$ cat src/design/boot_rom_image.svh
// ----------------------------------------------------------
// boot ROM contents as a constant word table, included
// inside a module body by the ROM and the testbench model
// ----------------------------------------------------------

`ifndef BOOT_ROM_IMAGE_SVH
`define BOOT_ROM_IMAGE_SVH

// two words per line, lowest address first
localparam soc_pkg::data_t RomImage [soc_pkg::RomWords] = '{
  64'h0000_0517_f140_25f3, 64'h0205_0513_0000_0297,
  64'h8000_02b7_0182_8293, 64'h0002_8067_1050_0073,
  64'h0200_0337_0003_2383, 64'hffdf_f06f_0010_0413,
  64'h4000_04b7_0084_a023, 64'h0014_0413_0ff4_7413,
  64'h0084_a023_fe5f_f06f, 64'h0000_0013_0000_0013,
  64'hedfe_0dd0_0000_1000, 64'h3800_0000_4800_0000,
  64'h1100_0000_2800_0000, 64'h1000_0000_0000_0000,
  64'h6c00_0000_0000_0000, 64'h0100_0000_0000_0000,
  64'h0300_0000_0400_0000, 64'h0000_0000_0200_0000,
  64'h7663_7369_725f_7a6e, 64'h6563_6976_6564_0000,
  64'h0100_0000_7570_6300, 64'h0300_0000_0400_0000,
  64'h0000_0000_00fa_f080, 64'h6d65_6d6f_7279_4080,
  64'h0000_0080_0000_0000, 64'h0000_2000_0000_0000,
  64'h636c_696e_7440_3230, 64'h3030_3030_3000_0000,
  64'h6770_696f_4034_3030, 64'h3030_3030_3000_0000,
  64'h0200_0000_0900_0000, 64'h5a5a_a5a5_c3c3_3c3c
};

`endif

$ cat src/design/soc_pkg.sv
// ----------------------------------------------------------
// shared definitions for the memory-mapped system: widths,
// address map, CLINT and GPIO register offsets, bus structs
// imported by every RTL block and by the testbench
// ----------------------------------------------------------

package soc_pkg;

  // ----------------------------------------------------------
  // widths
  // ----------------------------------------------------------
  localparam int unsigned AddrWidth = 32;
  localparam int unsigned DataWidth = 64;
  localparam int unsigned StrbWidth = DataWidth / 8;

  typedef logic [AddrWidth-1:0] addr_t;
  typedef logic [DataWidth-1:0] data_t;
  typedef logic [StrbWidth-1:0] strb_t;

  // ----------------------------------------------------------
  // address map
  // ----------------------------------------------------------
  localparam int unsigned NrSlaves = 4;

  typedef enum logic [1:0] {
    SlvRom   = 2'd0,
    SlvClint = 2'd1,
    SlvGpio  = 2'd2,
    SlvRam   = 2'd3
  } slave_e;

  localparam addr_t RomBase     = 32'h0001_0000;
  localparam addr_t RomLength   = 32'h0000_1000;
  localparam int unsigned RomWords = 32;

  localparam addr_t ClintBase   = 32'h0200_0000;
  localparam addr_t ClintLength = 32'h0000_C000;

  localparam addr_t GpioBase    = 32'h4000_0000;
  localparam addr_t GpioLength  = 32'h0000_1000;

  localparam addr_t RamBase     = 32'h8000_0000;
  localparam addr_t RamLength   = 32'h0000_2000;
  localparam int unsigned RamWords = 1024;

  // region table, one entry per slave_e value
  localparam addr_t RegionStart [NrSlaves] = '{RomBase, ClintBase, GpioBase, RamBase};
  localparam addr_t RegionEnd   [NrSlaves] = '{
    RomBase   + RomLength   - 1,
    ClintBase + ClintLength - 1,
    GpioBase  + GpioLength  - 1,
    RamBase   + RamLength   - 1
  };

  // register offsets within a region
  localparam addr_t MsipOffset     = 32'h0000_0000;
  localparam addr_t MtimecmpOffset = 32'h0000_4000;
  localparam addr_t MtimeOffset    = 32'h0000_BFF8;
  localparam addr_t LedOffset      = 32'h0000_0000;
  localparam addr_t SwOffset       = 32'h0000_0008;

  // ----------------------------------------------------------
  // bus payloads
  // ----------------------------------------------------------
  typedef struct packed {
    logic  we;
    addr_t addr;
    strb_t be;
    data_t wdata;
  } bus_req_t;

  typedef struct packed {
    data_t rdata;
    logic  err;
  } bus_rsp_t;

endpackage

$ cat src/design/clint.sv
// ----------------------------------------------------------
// core-local interruptor for one hart: rtc tick at half the
// clock, mtime, mtimecmp and msip, timer and software irqs
// ----------------------------------------------------------

`timescale 1ns/1ns

module clint (
  input  logic              clk,
  input  logic              ndmreset_n,
  input  logic              req_i,
  input  soc_pkg::bus_req_t bus_req_i,
  output soc_pkg::data_t    rdata_o,
  output logic              timer_irq_o,
  output logic              ipi_o
);

  import soc_pkg::*;

  logic        rtc_q;
  logic        rtc_tick;
  data_t       mtime_q;
  data_t       mtimecmp_q;
  logic        msip_q;
  logic        timer_irq_q;
  data_t       rdata_q;
  logic [15:3] word_off;
  logic        wr_en;
  logic        rd_en;

  function automatic data_t merge_bytes(data_t old_val, data_t new_val, strb_t be);
    data_t res;
    res = old_val;
    for (int b = 0; b < StrbWidth; b++) begin
      if (be[b]) begin
        res[8*b +: 8] = new_val[8*b +: 8];
      end
    end
    return res;
  endfunction

  assign word_off = bus_req_i.addr[15:3];
  assign wr_en    = req_i & bus_req_i.we;
  assign rd_en    = req_i & ~bus_req_i.we;
  // rtc is high for one clk after each rising edge, every second clk
  assign rtc_tick = rtc_q;

  // ----------------------------------------------------------
  // timer and interrupt registers
  // ----------------------------------------------------------
  always_ff @(posedge clk or negedge ndmreset_n) begin
    if (!ndmreset_n) begin
      rtc_q       <= 1'b0;
      mtime_q     <= '0;
      mtimecmp_q  <= '1;
      msip_q      <= 1'b0;
      timer_irq_q <= 1'b0;
    end else begin
      rtc_q <= ~rtc_q;
      // a bus write wins over the tick
      if (wr_en && word_off == MtimeOffset[15:3]) begin
        mtime_q <= merge_bytes(mtime_q, bus_req_i.wdata, bus_req_i.be);
      end else if (rtc_tick) begin
        mtime_q <= mtime_q + 1'b1;
      end
      if (wr_en && word_off == MtimecmpOffset[15:3]) begin
        mtimecmp_q <= merge_bytes(mtimecmp_q, bus_req_i.wdata, bus_req_i.be);
      end
      if (wr_en && word_off == MsipOffset[15:3] && bus_req_i.be[0]) begin
        msip_q <= bus_req_i.wdata[0];
      end
      timer_irq_q <= (mtime_q >= mtimecmp_q);
    end
  end

  // register readback
  always_ff @(posedge clk) begin
    if (rd_en) begin
      if (word_off == MtimeOffset[15:3]) begin
        rdata_q <= mtime_q;
      end else if (word_off == MtimecmpOffset[15:3]) begin
        rdata_q <= mtimecmp_q;
      end else if (word_off == MsipOffset[15:3]) begin
        rdata_q <= {{(DataWidth-1){1'b0}}, msip_q};
      end else begin
        rdata_q <= '0;
      end
    end
  end

  assign rdata_o     = rdata_q;
  assign timer_irq_o = timer_irq_q;
  assign ipi_o       = msip_q;

endmodule

$ cat config.mk
export PLATFORM = sky130hd
export DESIGN_NAME = clint
export DESIGN_NICKNAME = d
export VERILOG_FILES = /design/src/design/boot_rom_image.svh /design/src/design/soc_pkg.sv /design/src/design/clint.sv
export SDC_FILE = /design/constraint.sdc
export NUM_CORES = 1
export LEC_CHECK = 0
export BUFFER_PORTS_ARGS = -buffer_cell sky130_fd_sc_hd__buf_2
export CELL_PAD_IN_SITES_DETAIL_PLACEMENT = 0
export CELL_PAD_IN_SITES_GLOBAL_PLACEMENT = 1
export CORE_ASPECT_RATIO = 1.75
export CORE_MARGIN = 1
export CORE_UTILIZATION = 40
export DETAILED_ROUTE_END_ITERATION = 8
export PLACE_DENSITY_LB_ADDON = 0.1
export SYNTH_ARGS = -nofsm -noshare
export SYNTH_HDL_FRONTEND = slang
export SYNTH_SLANG_ARGS = --single-unit
$ cat constraint.sdc
create_clock -name clk -period 5.6 [get_ports clk]
set_input_delay 1.68 -clock clk [delete_from_list [all_inputs] [get_ports clk]]
set_output_delay 1.68 -clock clk [all_outputs]
set_load 0.01 [all_outputs]
Word-level counts from Yosys, hierarchy flattened:

Cells that the tools add are included.

* $add $sub $neg: 1
* $lt $le $gt $ge: 1
* equal/unequal tests: 10
* mux-type cells: 13
* bitwise logic cells: 4
* reductions and logical operators: 22

Operators by type and width (number)
* $mux W64: 4
* $add A64 B1 Y64 const B: 1
* $ge A64 B64 Y1: 1
* $mux W8: 8
* $reduce_and A2 Y1: 16
* $ne A2 B2 Y1 const B: 8
* $eq A13 B12 Y1 const B: 1
* $eq A13 B13 Y1 const B: 1
* $logic_not A13 Y1: 1
* $logic_and A1 B1 Y1: 4
* $and A1 B1 Y1: 2
* $not A1 Y1: 2
* $reduce_bool A2 Y1: 1
* $mux W1: 1

* bits in registers: 195
* input port bits: 108
* output and inout port bits: 66
* word-level logic and storage cells: 71

Logic depth before layout (Yosys ltp):

Gate-level depths: netlist of run 1.

* depth in word-level cells: 4
* depth in mapped cells: 9
* mapped depth without buffers: 8

Worst setup path before layout of run 1:

Ideal clock, no wire load.

* kind: input-to-reg
* from: input port bus_req_i[104] (netlist bit)
* to: register rdata_q[0], in the netlist rdata_o[0] (enable)
* library setup time: 0.495 ns
* arrival: 4.542 ns
* data required time: 5.105 ns
* slack: 0.563 ns
* stages on the path: 1
* path buffers: 0
* cell sequence: nor2b_1

* longest elaborated chain between the ends: 2

Ends and longest elaborated chain
* start: declaration: RTL line clint.sv:12 `input soc_pkg::bus_req_t bus_req_i,`
* $not A1 Y1: RTL line clint.sv:44 `assign rd_en = req_i & ~bus_req_i.we;`
* $and A1 B1 Y1: RTL line clint.sv:44
* end signal: assignment: RTL line clint.sv:80 `rdata_q <= mtime_q;`
* end signal: assignment: RTL line clint.sv:82 `rdata_q <= mtimecmp_q;`
* end signal: assignment: RTL line clint.sv:84 `rdata_q <= {{(DataWidth-1){1'b0}}, msip_q};`
* end: declaration: RTL line clint.sv:26 `data_t rdata_q;`

No other way between the ends.
A chain may end at the register's enable or synchronous reset.

Worst setup path in the final report of run 1:

* from: input port bus_req_i[86] (netlist bit)
* to: register mtime_q[51]

* longest elaborated chain between the ends: 4
* elaborated cells between the ends (all ways): 6
* those cells by class: eq/ne: 2; mux: 1; reduce/logical: 3

Ends and longest elaborated chain
* $eq A13 B13 Y1 *: RTL line clint.sv:61 `if (wr_en && word_off == MtimeOffset[15:3]) begin`
* $logic_and A1 B1 Y1 *: RTL line clint.sv:61
* $ne A2 B2 Y1 (no line) or $reduce_bool A2 Y1 (tied branches)
* $reduce_and A2 Y1 (no line)
* end signal: assignment: RTL line clint.sv:62 `mtime_q <= merge_bytes(mtime_q, bus_req_i.wdata, bus_req_i.be);`
* end signal: assignment: RTL line clint.sv:64 `mtime_q <= mtime_q + 1'b1;`
* end: declaration: RTL line clint.sv:22 `data_t mtime_q;`

Every way passes the cells marked *; elsewhere a longest branch is shown, timed or not.

==> qor.yml, run 1 <==
fin_skew_ns: 0.0105
hp-start: "mtimecmp_q[17]"
finalSetupViolCount: 0
initial_core_util_pct: 40.7
synth_top_area_share_pct: 17.3
rows: 80
syn_inst: 1059
antenna_found_initial: 0
placeableCoreArea_mm2: 0.0272
sw_frac_of_total_pct: 23.9
path_max_fanout: 13
p_per_area_mw_per_mm2: 223
maxCapViolations: 0
total_power_uw: 2870
nFillCells: 2718
rsz0062_at_grt: "false"
switchingPower_uw: 685
synth_top_family_by_area: "simple AND/OR/NAND/NOR gates"
place_inst: 1562
synth_edf_count: 64
synthAdderAreaFrac_pct: 7.33
area_growth_pct: 16.1
drt_pass1_iterations: 6
drc: 0
synth.avg_cell_area_um2: 10.5
grt_start_max_net_pins: 75
period_minus_slack_ns: 3.76
post-place-ws_ns: 1.40
wl_per_cell_um: 21.4
synth_compound_area_share_pct: 16.0
clkTransAtPathRegs_ns: 0.07
finalCritPeriodShare_pct: 67.1
worst_ir_drop_vdd_mv: 0.227
numPortBuffers: 154
stdcell_count: 1594
grt.total_usage_pct: 25.1
cp.required_ns: 5.96
status: "finished clean"
dieHeight_um: 222
worst_pin_slew_ns: 0.862
clkPwrFrac_pct: 42.3
drt_iter0_markers: 512
fmax_mhz: 266
grt_overflow: 0
hold_viol: 0
vias: 9171
synth_xor_area_share_pct: 0.158
cellLeakagePower_uw: 0.00524
clk_latency_ns: 0.46
ys_ff_latch: 195
crit_arrival_ns: 4.12
power_frac_comb_pct: 5.5
yosys.area_share.simple_pct: 17.3
clock-sinks: 195
final_nets: 1385
slew_violations: 0
die-area_mm2: 0.0284
final.setup.tns_ns: 0
dp_hpwl_mm: 25.7
yosysUniqueCellTypes: 74
synthTopCellsByArea: "edfxtp_1 17%, dfstp_2 15%, dfrtp_1 15%"
slew_headroom_pct: 42.0
mostFrequentLayoutCells: "153 x buf_2, 87 x nand2_1, 76 x inv_1"
synth.mux.area_fraction_pct: 7.41
cts_tree: "built"
ios: 174
hp-class: "flop to flop"
crit_type: "primary input to flop"
cts-root-buf: "clkbuf_16"
yosys_warnings: 0
intPower_uw: 2190
htree_num_levels: 4
start_kind: "primary input"
synth_top_flop_cell: "dfrtp_1"
via_per_inst: 5.75
ctsHoldBuffers: 0
ant_nets: 0
grt_pass1_wl_mm: 53.1
worst_setup_path_end_kind: "flop"
ys_seq_area_share_pct: 47.6
diodes: 0
synth_top_area_cell: "edfxtp_1"
power_frac_seq_pct: 52.3
crit_start: "bus_req_i[86]"
numCtsBuffers: 17
gp_congestion: 0.866
die_w_um: 128
syn_nets: 1232
r2r_start: "mtime_q[7]"
netlist_area_mm2: 0.0111
cts_setup_buffers: 0
routed_wl_mm: 34.2
final_common_cell: "buf_2"
worst_slack_ns: 1.84
cts-resized-gates: 0
drive_gt1_share_pct: 29.5
grt_pass1_vias: 9409
synthArstFlopShare_pct: 67.2
clock_path_buffers: 2
state kept, by name (all words and copies together), names as in the netlist:
register     count
mtime_q         64
mtimecmp_q      64
rdata_o         64
ipi_o            1
rtc_q            1
timer_irq_o      1
final timing paths:
| check | end | slack, ns | cells past startpoint |
|---|---|---|---|
| setup / recovery | mtime_q[51] | 1.84 | 8 |
| min in group asynchronous | mtime_q[5] | 1.25 | 1 |
| hold / removal | mtimecmp_q[17] | 0.49 | 2 |
| setup reg to reg | mtime_q[51] | 2.49 | 6 |
| hold reg to reg | mtimecmp_q[17] | 0.49 | 2 |
| max in group asynchronous | mtimecmp_q[38] | 3.37 | 2 |
kinds of logic (layout without fill, tap and decap cells):
logic type / count (synthesis) / count (layout)
AO/OA/AOI/OAI: 249 / 249
XOR/XNOR: 2 / 2
adder cells (fa/ha/maj): 65 / 65
buffers and inverters: 116 / 282
flip-flops: 195 / 195
multiplexers: 74 / 74
AND/OR/NAND/NOR: 358 / 358
cells in the mapped netlist (all sizes together) (22+ instances only):
cell	n
dfstp	64
nand2	88
nand3	41
edfxtp	64
o21ai	35
nor3	31
dfrtp	67
nor2	69
ha	65
a21oi	53
nor4	23
buf	22
nand4	42
mux2	65
inv	76
a22o	54
power groups by stage:
stage               combinational (uW)  clock, uW  sequential, uW
floorplan                         49.3          0            1530
global placement                   161          0            1530
detailed placement                 162          0            1530
CTS                                162       1240            1500
global route                       174       1290            1500
finish                             157       1210            1500
worst max-delay path, stage by stage:
cell      delay (ns)
buf_2           0.11
nand3b_1        0.18
or4_1           0.63
nor2_8          0.15
buf_4           0.24
nor3_1          0.69
a211oi_1        0.17
a211oi_1        0.24
routing by layer:
layer,global-route usage (%),part of all wire (%)
met2,46.2,55
met1,28.0,38
met3,3.83,3.1
met4,11.5,4.1
met5,0,0
per-stage QoR:
stage	area, um^2	hold slack (ns)	util [%]
floorplan	11100	0.468	-
global placement	12300	0.479	45.2
detailed placement	12300	0.487	45.2
CTS	12900	0.496	47.3
global route	12900	0.529	47.3
finish	12900	0.489	47.3
area by class of cell:
cell class	count	area [um^2]	share of cell area [%]
inverter	76	285	2.22
sequential	195	5280	41.0
tap	369	462	3.59
clock buffer	21	462	3.59
multi-input combinational	748	5350	41.6
timing repair buffer	174	927	7.20
clock inverter	11	104	0.807
Note: power is estimated with default switching activity, not from simulation.
==> inputs of run 2 (changes only) <==
==> constraint.sdc (replaced) <==
create_clock -name clk -period 3.8 [get_ports clk]
set_input_delay 1.14 -clock clk [delete_from_list [all_inputs] [get_ports clk]]
set_output_delay 1.14 -clock clk [all_outputs]
set_load 0.01 [all_outputs]
==> run 2 against run 1 <==
Register-to-register slack lost 1.7 ns. Via count barely moved. Count of clock-buffer cells in the layout is 1 higher. Global-route usage grew 0.063 points. Combinational power grew 55%. Core utilization increased by 0.80 points. Non-clock buffer count rose by 20. Sequential share of layout area is 0.69 points lower. Critical path type is now flop to flop.
==> qor.yml, run 2 (same netlist as run 1, synthesis figures left out) <==
die_w_um: 128
ios: 174
initial_core_util_pct: 40.7
status: "finished clean"
clk_latency_ns: 0.46
crit_family: "simple AND/OR/NAND/NOR gates"
finalCritPeriodShare_pct: 79.6
worst_pin_slew_ns: 0.833
placeableCoreArea_mm2: 0.0272
grt_overflow: 0
finalSetupViolCount: 0
hold_viol: 0
slew_headroom_pct: 44.0
cts-resized-gates: 0
final_nets: 1405
start_kind: "flop"
fin_skew_ns: 0.00762
nFillCells: 2673
cp.buffers_inverters: 2
fmax_mhz: 331
grt_pass1_wl_mm: 53.2
grt_start_max_net_pins: 65
cp.required_ns: 4.17
p_per_area_mw_per_mm2: 330
clkTransAtPathRegs_ns: 0.07
path_max_fanout: 3
diodes: 0
gp_congestion: 0.873
vias: 9172
clock-sinks: 195
final.setup.tns_ns: 0
grt_pass1_vias: 9438
final_common_cell: "buf_2"
antenna_found_initial: 0
hp-class: "flop to flop"
ant_nets: 0
ctsHoldBuffers: 0
drt_pass1_iterations: 5
dp_hpwl_mm: 26.1
cpMaxStageDelayCell: "nor4bb_1"
worst_ir_drop_vdd_mv: 0.351
cts_tree: "built"
hold_ws_ns: 0.495
slew_violations: 0
numCtsBuffers: 17
maxCapViolations: 0
crit_type: "flop to flop"
max_stage_delay_ns: 0.69
clock_path_buffers: 2
crit_arrival_ns: 3.39
rows: 80
cts-root-buf: "clkbuf_16"
via_per_inst: 5.68
grt.total_usage_pct: 25.2
wl_per_cell_um: 21.2
htree_num_levels: 4
cellLeakagePower_uw: 0.00536
cts_setup_buffers: 0
dieHeight_um: 222
worst_setup_path_end_kind: "flop"
rsz0062_at_grt: "false"
drc: 0
drt_iter0_markers: 430
area_growth_pct: 18.1
die-area_mm2: 0.0284
mostFrequentLayoutCells: "153 x buf_2, 87 x nand2_1, 76 x inv_1"
drive_gt1_share_pct: 30.6
routed_wl_mm: 34.3
path_cells: "inv_1 > ha_1 > nand4_1 > nor4_1 > nor4bb_1 > nand3_1 > buf_4 > a2bb2oi_1 > o211ai_1"
numPortBuffers: 154
period_minus_slack_ns: 3.02
run 2: cell types whose count changed in the layout (fill, tap and decap cells not counted), sizes merged:
cell	delta
buf	+20
clkbuf	+1
bufinv	+2
clkinvlp	+1
clkinv	-1
inv	-3
run 2: path summary, 6_finish.rpt:
check / slack, ns / start / end / cells past startpoint
worst min register to register: 0.49 / mtimecmp_q[17] / mtimecmp_q[17] / 2
min in group asynchronous: 0.65 / ndmreset_n / mtime_q[3] / 1
worst min-delay path: 0.49 / mtimecmp_q[17] / mtimecmp_q[17] / 2
worst max-delay path: 0.78 / mtimecmp_q[45] / timer_irq_o / 9
worst max register to register: 0.78 / mtimecmp_q[45] / timer_irq_o / 9
max in group asynchronous: 2.36 / ndmreset_n / mtimecmp_q[49] / 2
run 2: final cells by class:
class                      instances  area [um^2]  share of cell area (%)
inverter                          76          285                    2.18
tap                              369          462                    3.53
clock buffer                      22          464                    3.55
sequential                       195         5280                    40.3
multi-input combinational        748         5350                    40.9
clock inverter                    10          133                    1.01
timing repair buffer             194         1110                    8.52
run 2: through the flow:
step / setup WS [ns] / std cells / power, uW / util, % / cell area [um^2]
2_1_floorplan: 0.549 / 1059 / 2330 / - / 11100
3_5_place_dp: 0.411 / 1582 / 2500 / 45.9 / 12500
3_3_place_gp: 0.406 / 1582 / 2490 / 45.9 / 12500
4_1_cts: 0.691 / 1614 / 4380 / 48.1 / 13100
5_1_grt: 0.656 / 1614 / 4470 / 48.1 / 13100
6_report: 0.775 / 1614 / 4320 / 48.1 / 13100
run 2: worst min-delay path, stage by stage, from the launching register on:
cell and delay, ns:
dfstp_2 0.38, nand2_1 0.04, o21ai_0 0.07
run 2: per-layer routing:
metal | up-vias | share of wire [%] | GRT usage [%]
li1 | 4358 | - | -
met3 | 55 | 2.8 | 3.83
met2 | 193 | 56 | 47.6
met1 | 4566 | 38 | 27.5
met4 | 0 | 3.0 | 9.98
met5 | - | 0 | 0
run 2: where the power goes:
group          switching, uW  internal [uW]  leakage [uW]
logic                    157           86.6       0.00299
clock network            806           1070      0.000286
registers               15.1           2190       0.00208
total                    978           3350       0.00536
==> inputs of run 3 (changes only) <==
==> constraint.sdc (replaced) <==
create_clock -name clk -period 2.7 [get_ports clk]
set_input_delay 0.81 -clock clk [delete_from_list [all_inputs] [get_ports clk]]
set_output_delay 0.81 -clock clk [all_outputs]
set_load 0.01 [all_outputs]
==> run 3 against run 2 <==
Non-clock buffer count is 103 higher. First-iteration DRC count is 20% higher. Clock skew is 0.0027 ns higher. Count of clock-buffer cells in the layout is 3 lower. Final area is 6.8% higher. Hold slack worse by 0.16 ns. Sequential share of layout area is 2.6 points lower. Via count is 4.9% higher. Final cell count is 6.5% higher. Critical path depth is 1 higher. Die area stayed put. Critical path type unchanged. Largest cell class unchanged.
==> qor.yml, run 3 (same netlist as run 1, synthesis figures left out) <==
ios: 174
cts-root-buf: "clkbuf_16"
clock_path_buffers: 2
path_cells: "inv_1 > ha_1 > nand4_1 > nor4_1 > buf_4 > nor4bb_4 > buf_4 > buf_4 > a221oi_1 > o211ai_1"
vias: 9625
cpMaxStageDelayCell: "dfstp_2"
dp_hpwl_mm: 27.2
cellLeakagePower_uw: 0.00591
numCtsBuffers: 17
place_inst: 1685
p_per_area_mw_per_mm2: 431
sw_frac_of_total_pct: 23.9
clock-sinks: 195
status: "finished clean"
grt.total_usage_pct: 26.1
drive_gt1_share_pct: 36.0
fin_skew_ns: 0.0103
gp_congestion: 0.875
drt_pass1_iterations: 6
cp.required_ns: 2.99
grt_overflow: 0
placeableCoreArea_mm2: 0.0272
worst_ir_drop_vdd_mv: 0.444
crit_family: "compound AO/OA/AOI/OAI gates"
finalCritPeriodShare_pct: 97.5
cts_tree: "built"
initial_core_util_pct: 40.7
routed_wl_mm: 35.5
grt_pass1_vias: 10104
grt_pass1_wl_mm: 55.2
stdcell_count: 1719
area_growth_pct: 26.1
ctsHoldBuffers: 0
start_kind: "flop"
die-area_mm2: 0.0284
finalSetupViolCount: 0
worst_pin_slew_ns: 0.589
rsz0062_at_grt: "false"
drc: 0
intPower_uw: 4590
drt_iter0_markers: 518
max_stage_delay_ns: 0.53
nFillCells: 2618
hold_viol: 0
crit_arrival_ns: 2.92
switchingPower_uw: 1440
power_frac_seq_pct: 51.5
mostFrequentLayoutCells: "153 x buf_2, 131 x buf_4, 87 x nand2_1"
multi_input_area_mm2: 0.00538
path_common_cell: "buf_4"
dieHeight_um: 222
clkTransAtPathRegs_ns: 0.07
rows: 80
slew_headroom_pct: 60.4
seq_area_mm2: 0.00528
grt_start_max_net_pins: 65
hp-class: "primary input to async pin"
worst_setup_path_end_kind: "flop"
htree_num_levels: 4
fin_util_pct: 51.4
fmax_mhz: 380
path_max_fanout: 2
wl_per_cell_um: 20.6
via_per_inst: 5.60
crit_type: "flop to flop"
maxCapViolations: 0
numPortBuffers: 154
ant_nets: 0
clk_latency_ns: 0.47
clkPwrFrac_pct: 42.4
final_nets: 1508
die_w_um: 128
period_minus_slack_ns: 2.63
power_frac_comb_pct: 6.1
slew_violations: 0
antenna_found_initial: 1
final_common_cell: "buf_2"
cp.buffers_inverters: 4
-- run 3: changes by cell type in the layout (fill, tap and decap cells not counted), sizes merged --
| cell | delta |
|---|---|
| clkinv | +2 |
| diode | +2 |
| inv | +2 |
| buf | +103 |
| bufinv | -1 |
| clkbuf | -3 |
-- run 3: worst paths after layout --
path                                     start        endpoint  slack [ns]  cells past startpoint
max in group asynchronous           ndmreset_n  mtimecmp_q[44]        1.69                      2
worst max-delay path            mtimecmp_q[63]     timer_irq_o        0.07                     10
worst max register to register  mtimecmp_q[63]     timer_irq_o        0.07                     10
min in group clk                mtimecmp_q[17]  mtimecmp_q[17]        0.50                      2
worst min-delay path                ndmreset_n           ipi_o        0.33                      1
worst min register to register  mtimecmp_q[17]  mtimecmp_q[17]        0.50                      2
-- run 3: cell type report --
| cell class | instances | area share, % |
|---|---|---|
| antenna | 2 | 0.0358 |
| clock buffer | 19 | 3.10 |
| multi-input combinational | 748 | 38.5 |
| sequential | 195 | 37.8 |
| tap | 369 | 3.30 |
| inverter | 76 | 2.04 |
| clock inverter | 13 | 0.966 |
| timing repair buffer | 297 | 14.3 |
-- run 3: repair_timing --
action	4_1_cts	5_1_grt
cloned	0	0
pin swaps	0	2
hold endpoints to repair	0	0
buffers inserted	0	0
endpoints found under the setup margin	1	2
gates resized for setup	3	1
-- run 3: worst reg2reg max path, stage by stage, from the launching register on --
cell	delay (ns)
dfstp_2	0.53
inv_1	0.04
ha_1	0.31
nand4_1	0.18
nor4_1	0.07
buf_4	0.17
nor4bb_4	0.16
buf_4	0.14
buf_4	0.14
a221oi_1	0.46
o211ai_1	0.25
-- run 3: metal layers --
layer | wire length [um] | track usage [%] | vias to the layer above
met5 | 0 | 0 | -
met4 | 1710 | 14.2 | 0
met3 | 1170 | 4.05 | 84
met2 | 19100 | 48.0 | 254
met1 | 13400 | 28.1 | 4716
li1 | - | - | 4571
-- run 3: power groups by stage --
stage / Combinational [uW] / Clock (uW) / Sequential (uW)
detailed placement: 377 / 0 / 3160
floorplan: 103 / 0 / 3180
finish: 370 / 2560 / 3100
CTS: 378 / 2610 / 3100
global placement: 375 / 0 / 3160
global route: 405 / 2700 / 3110
-- run 3: metrics by stage --
stage	area [um^2]	setup TNS [ns]	setup WS [ns]	hold slack [ns]	total power, uW
2_1_floorplan	11100	0	0.213	0.468	3280
3_3_place_gp	13400	-1.61	-0.136	0.478	3540
3_5_place_dp	13400	-2.24	-0.147	0.495	3540
4_1_cts	14000	0	0.0429	0.333	6090
5_1_grt	14000	0	0.0359	0.359	6220
6_report	14000	0	0.0662	0.334	6030
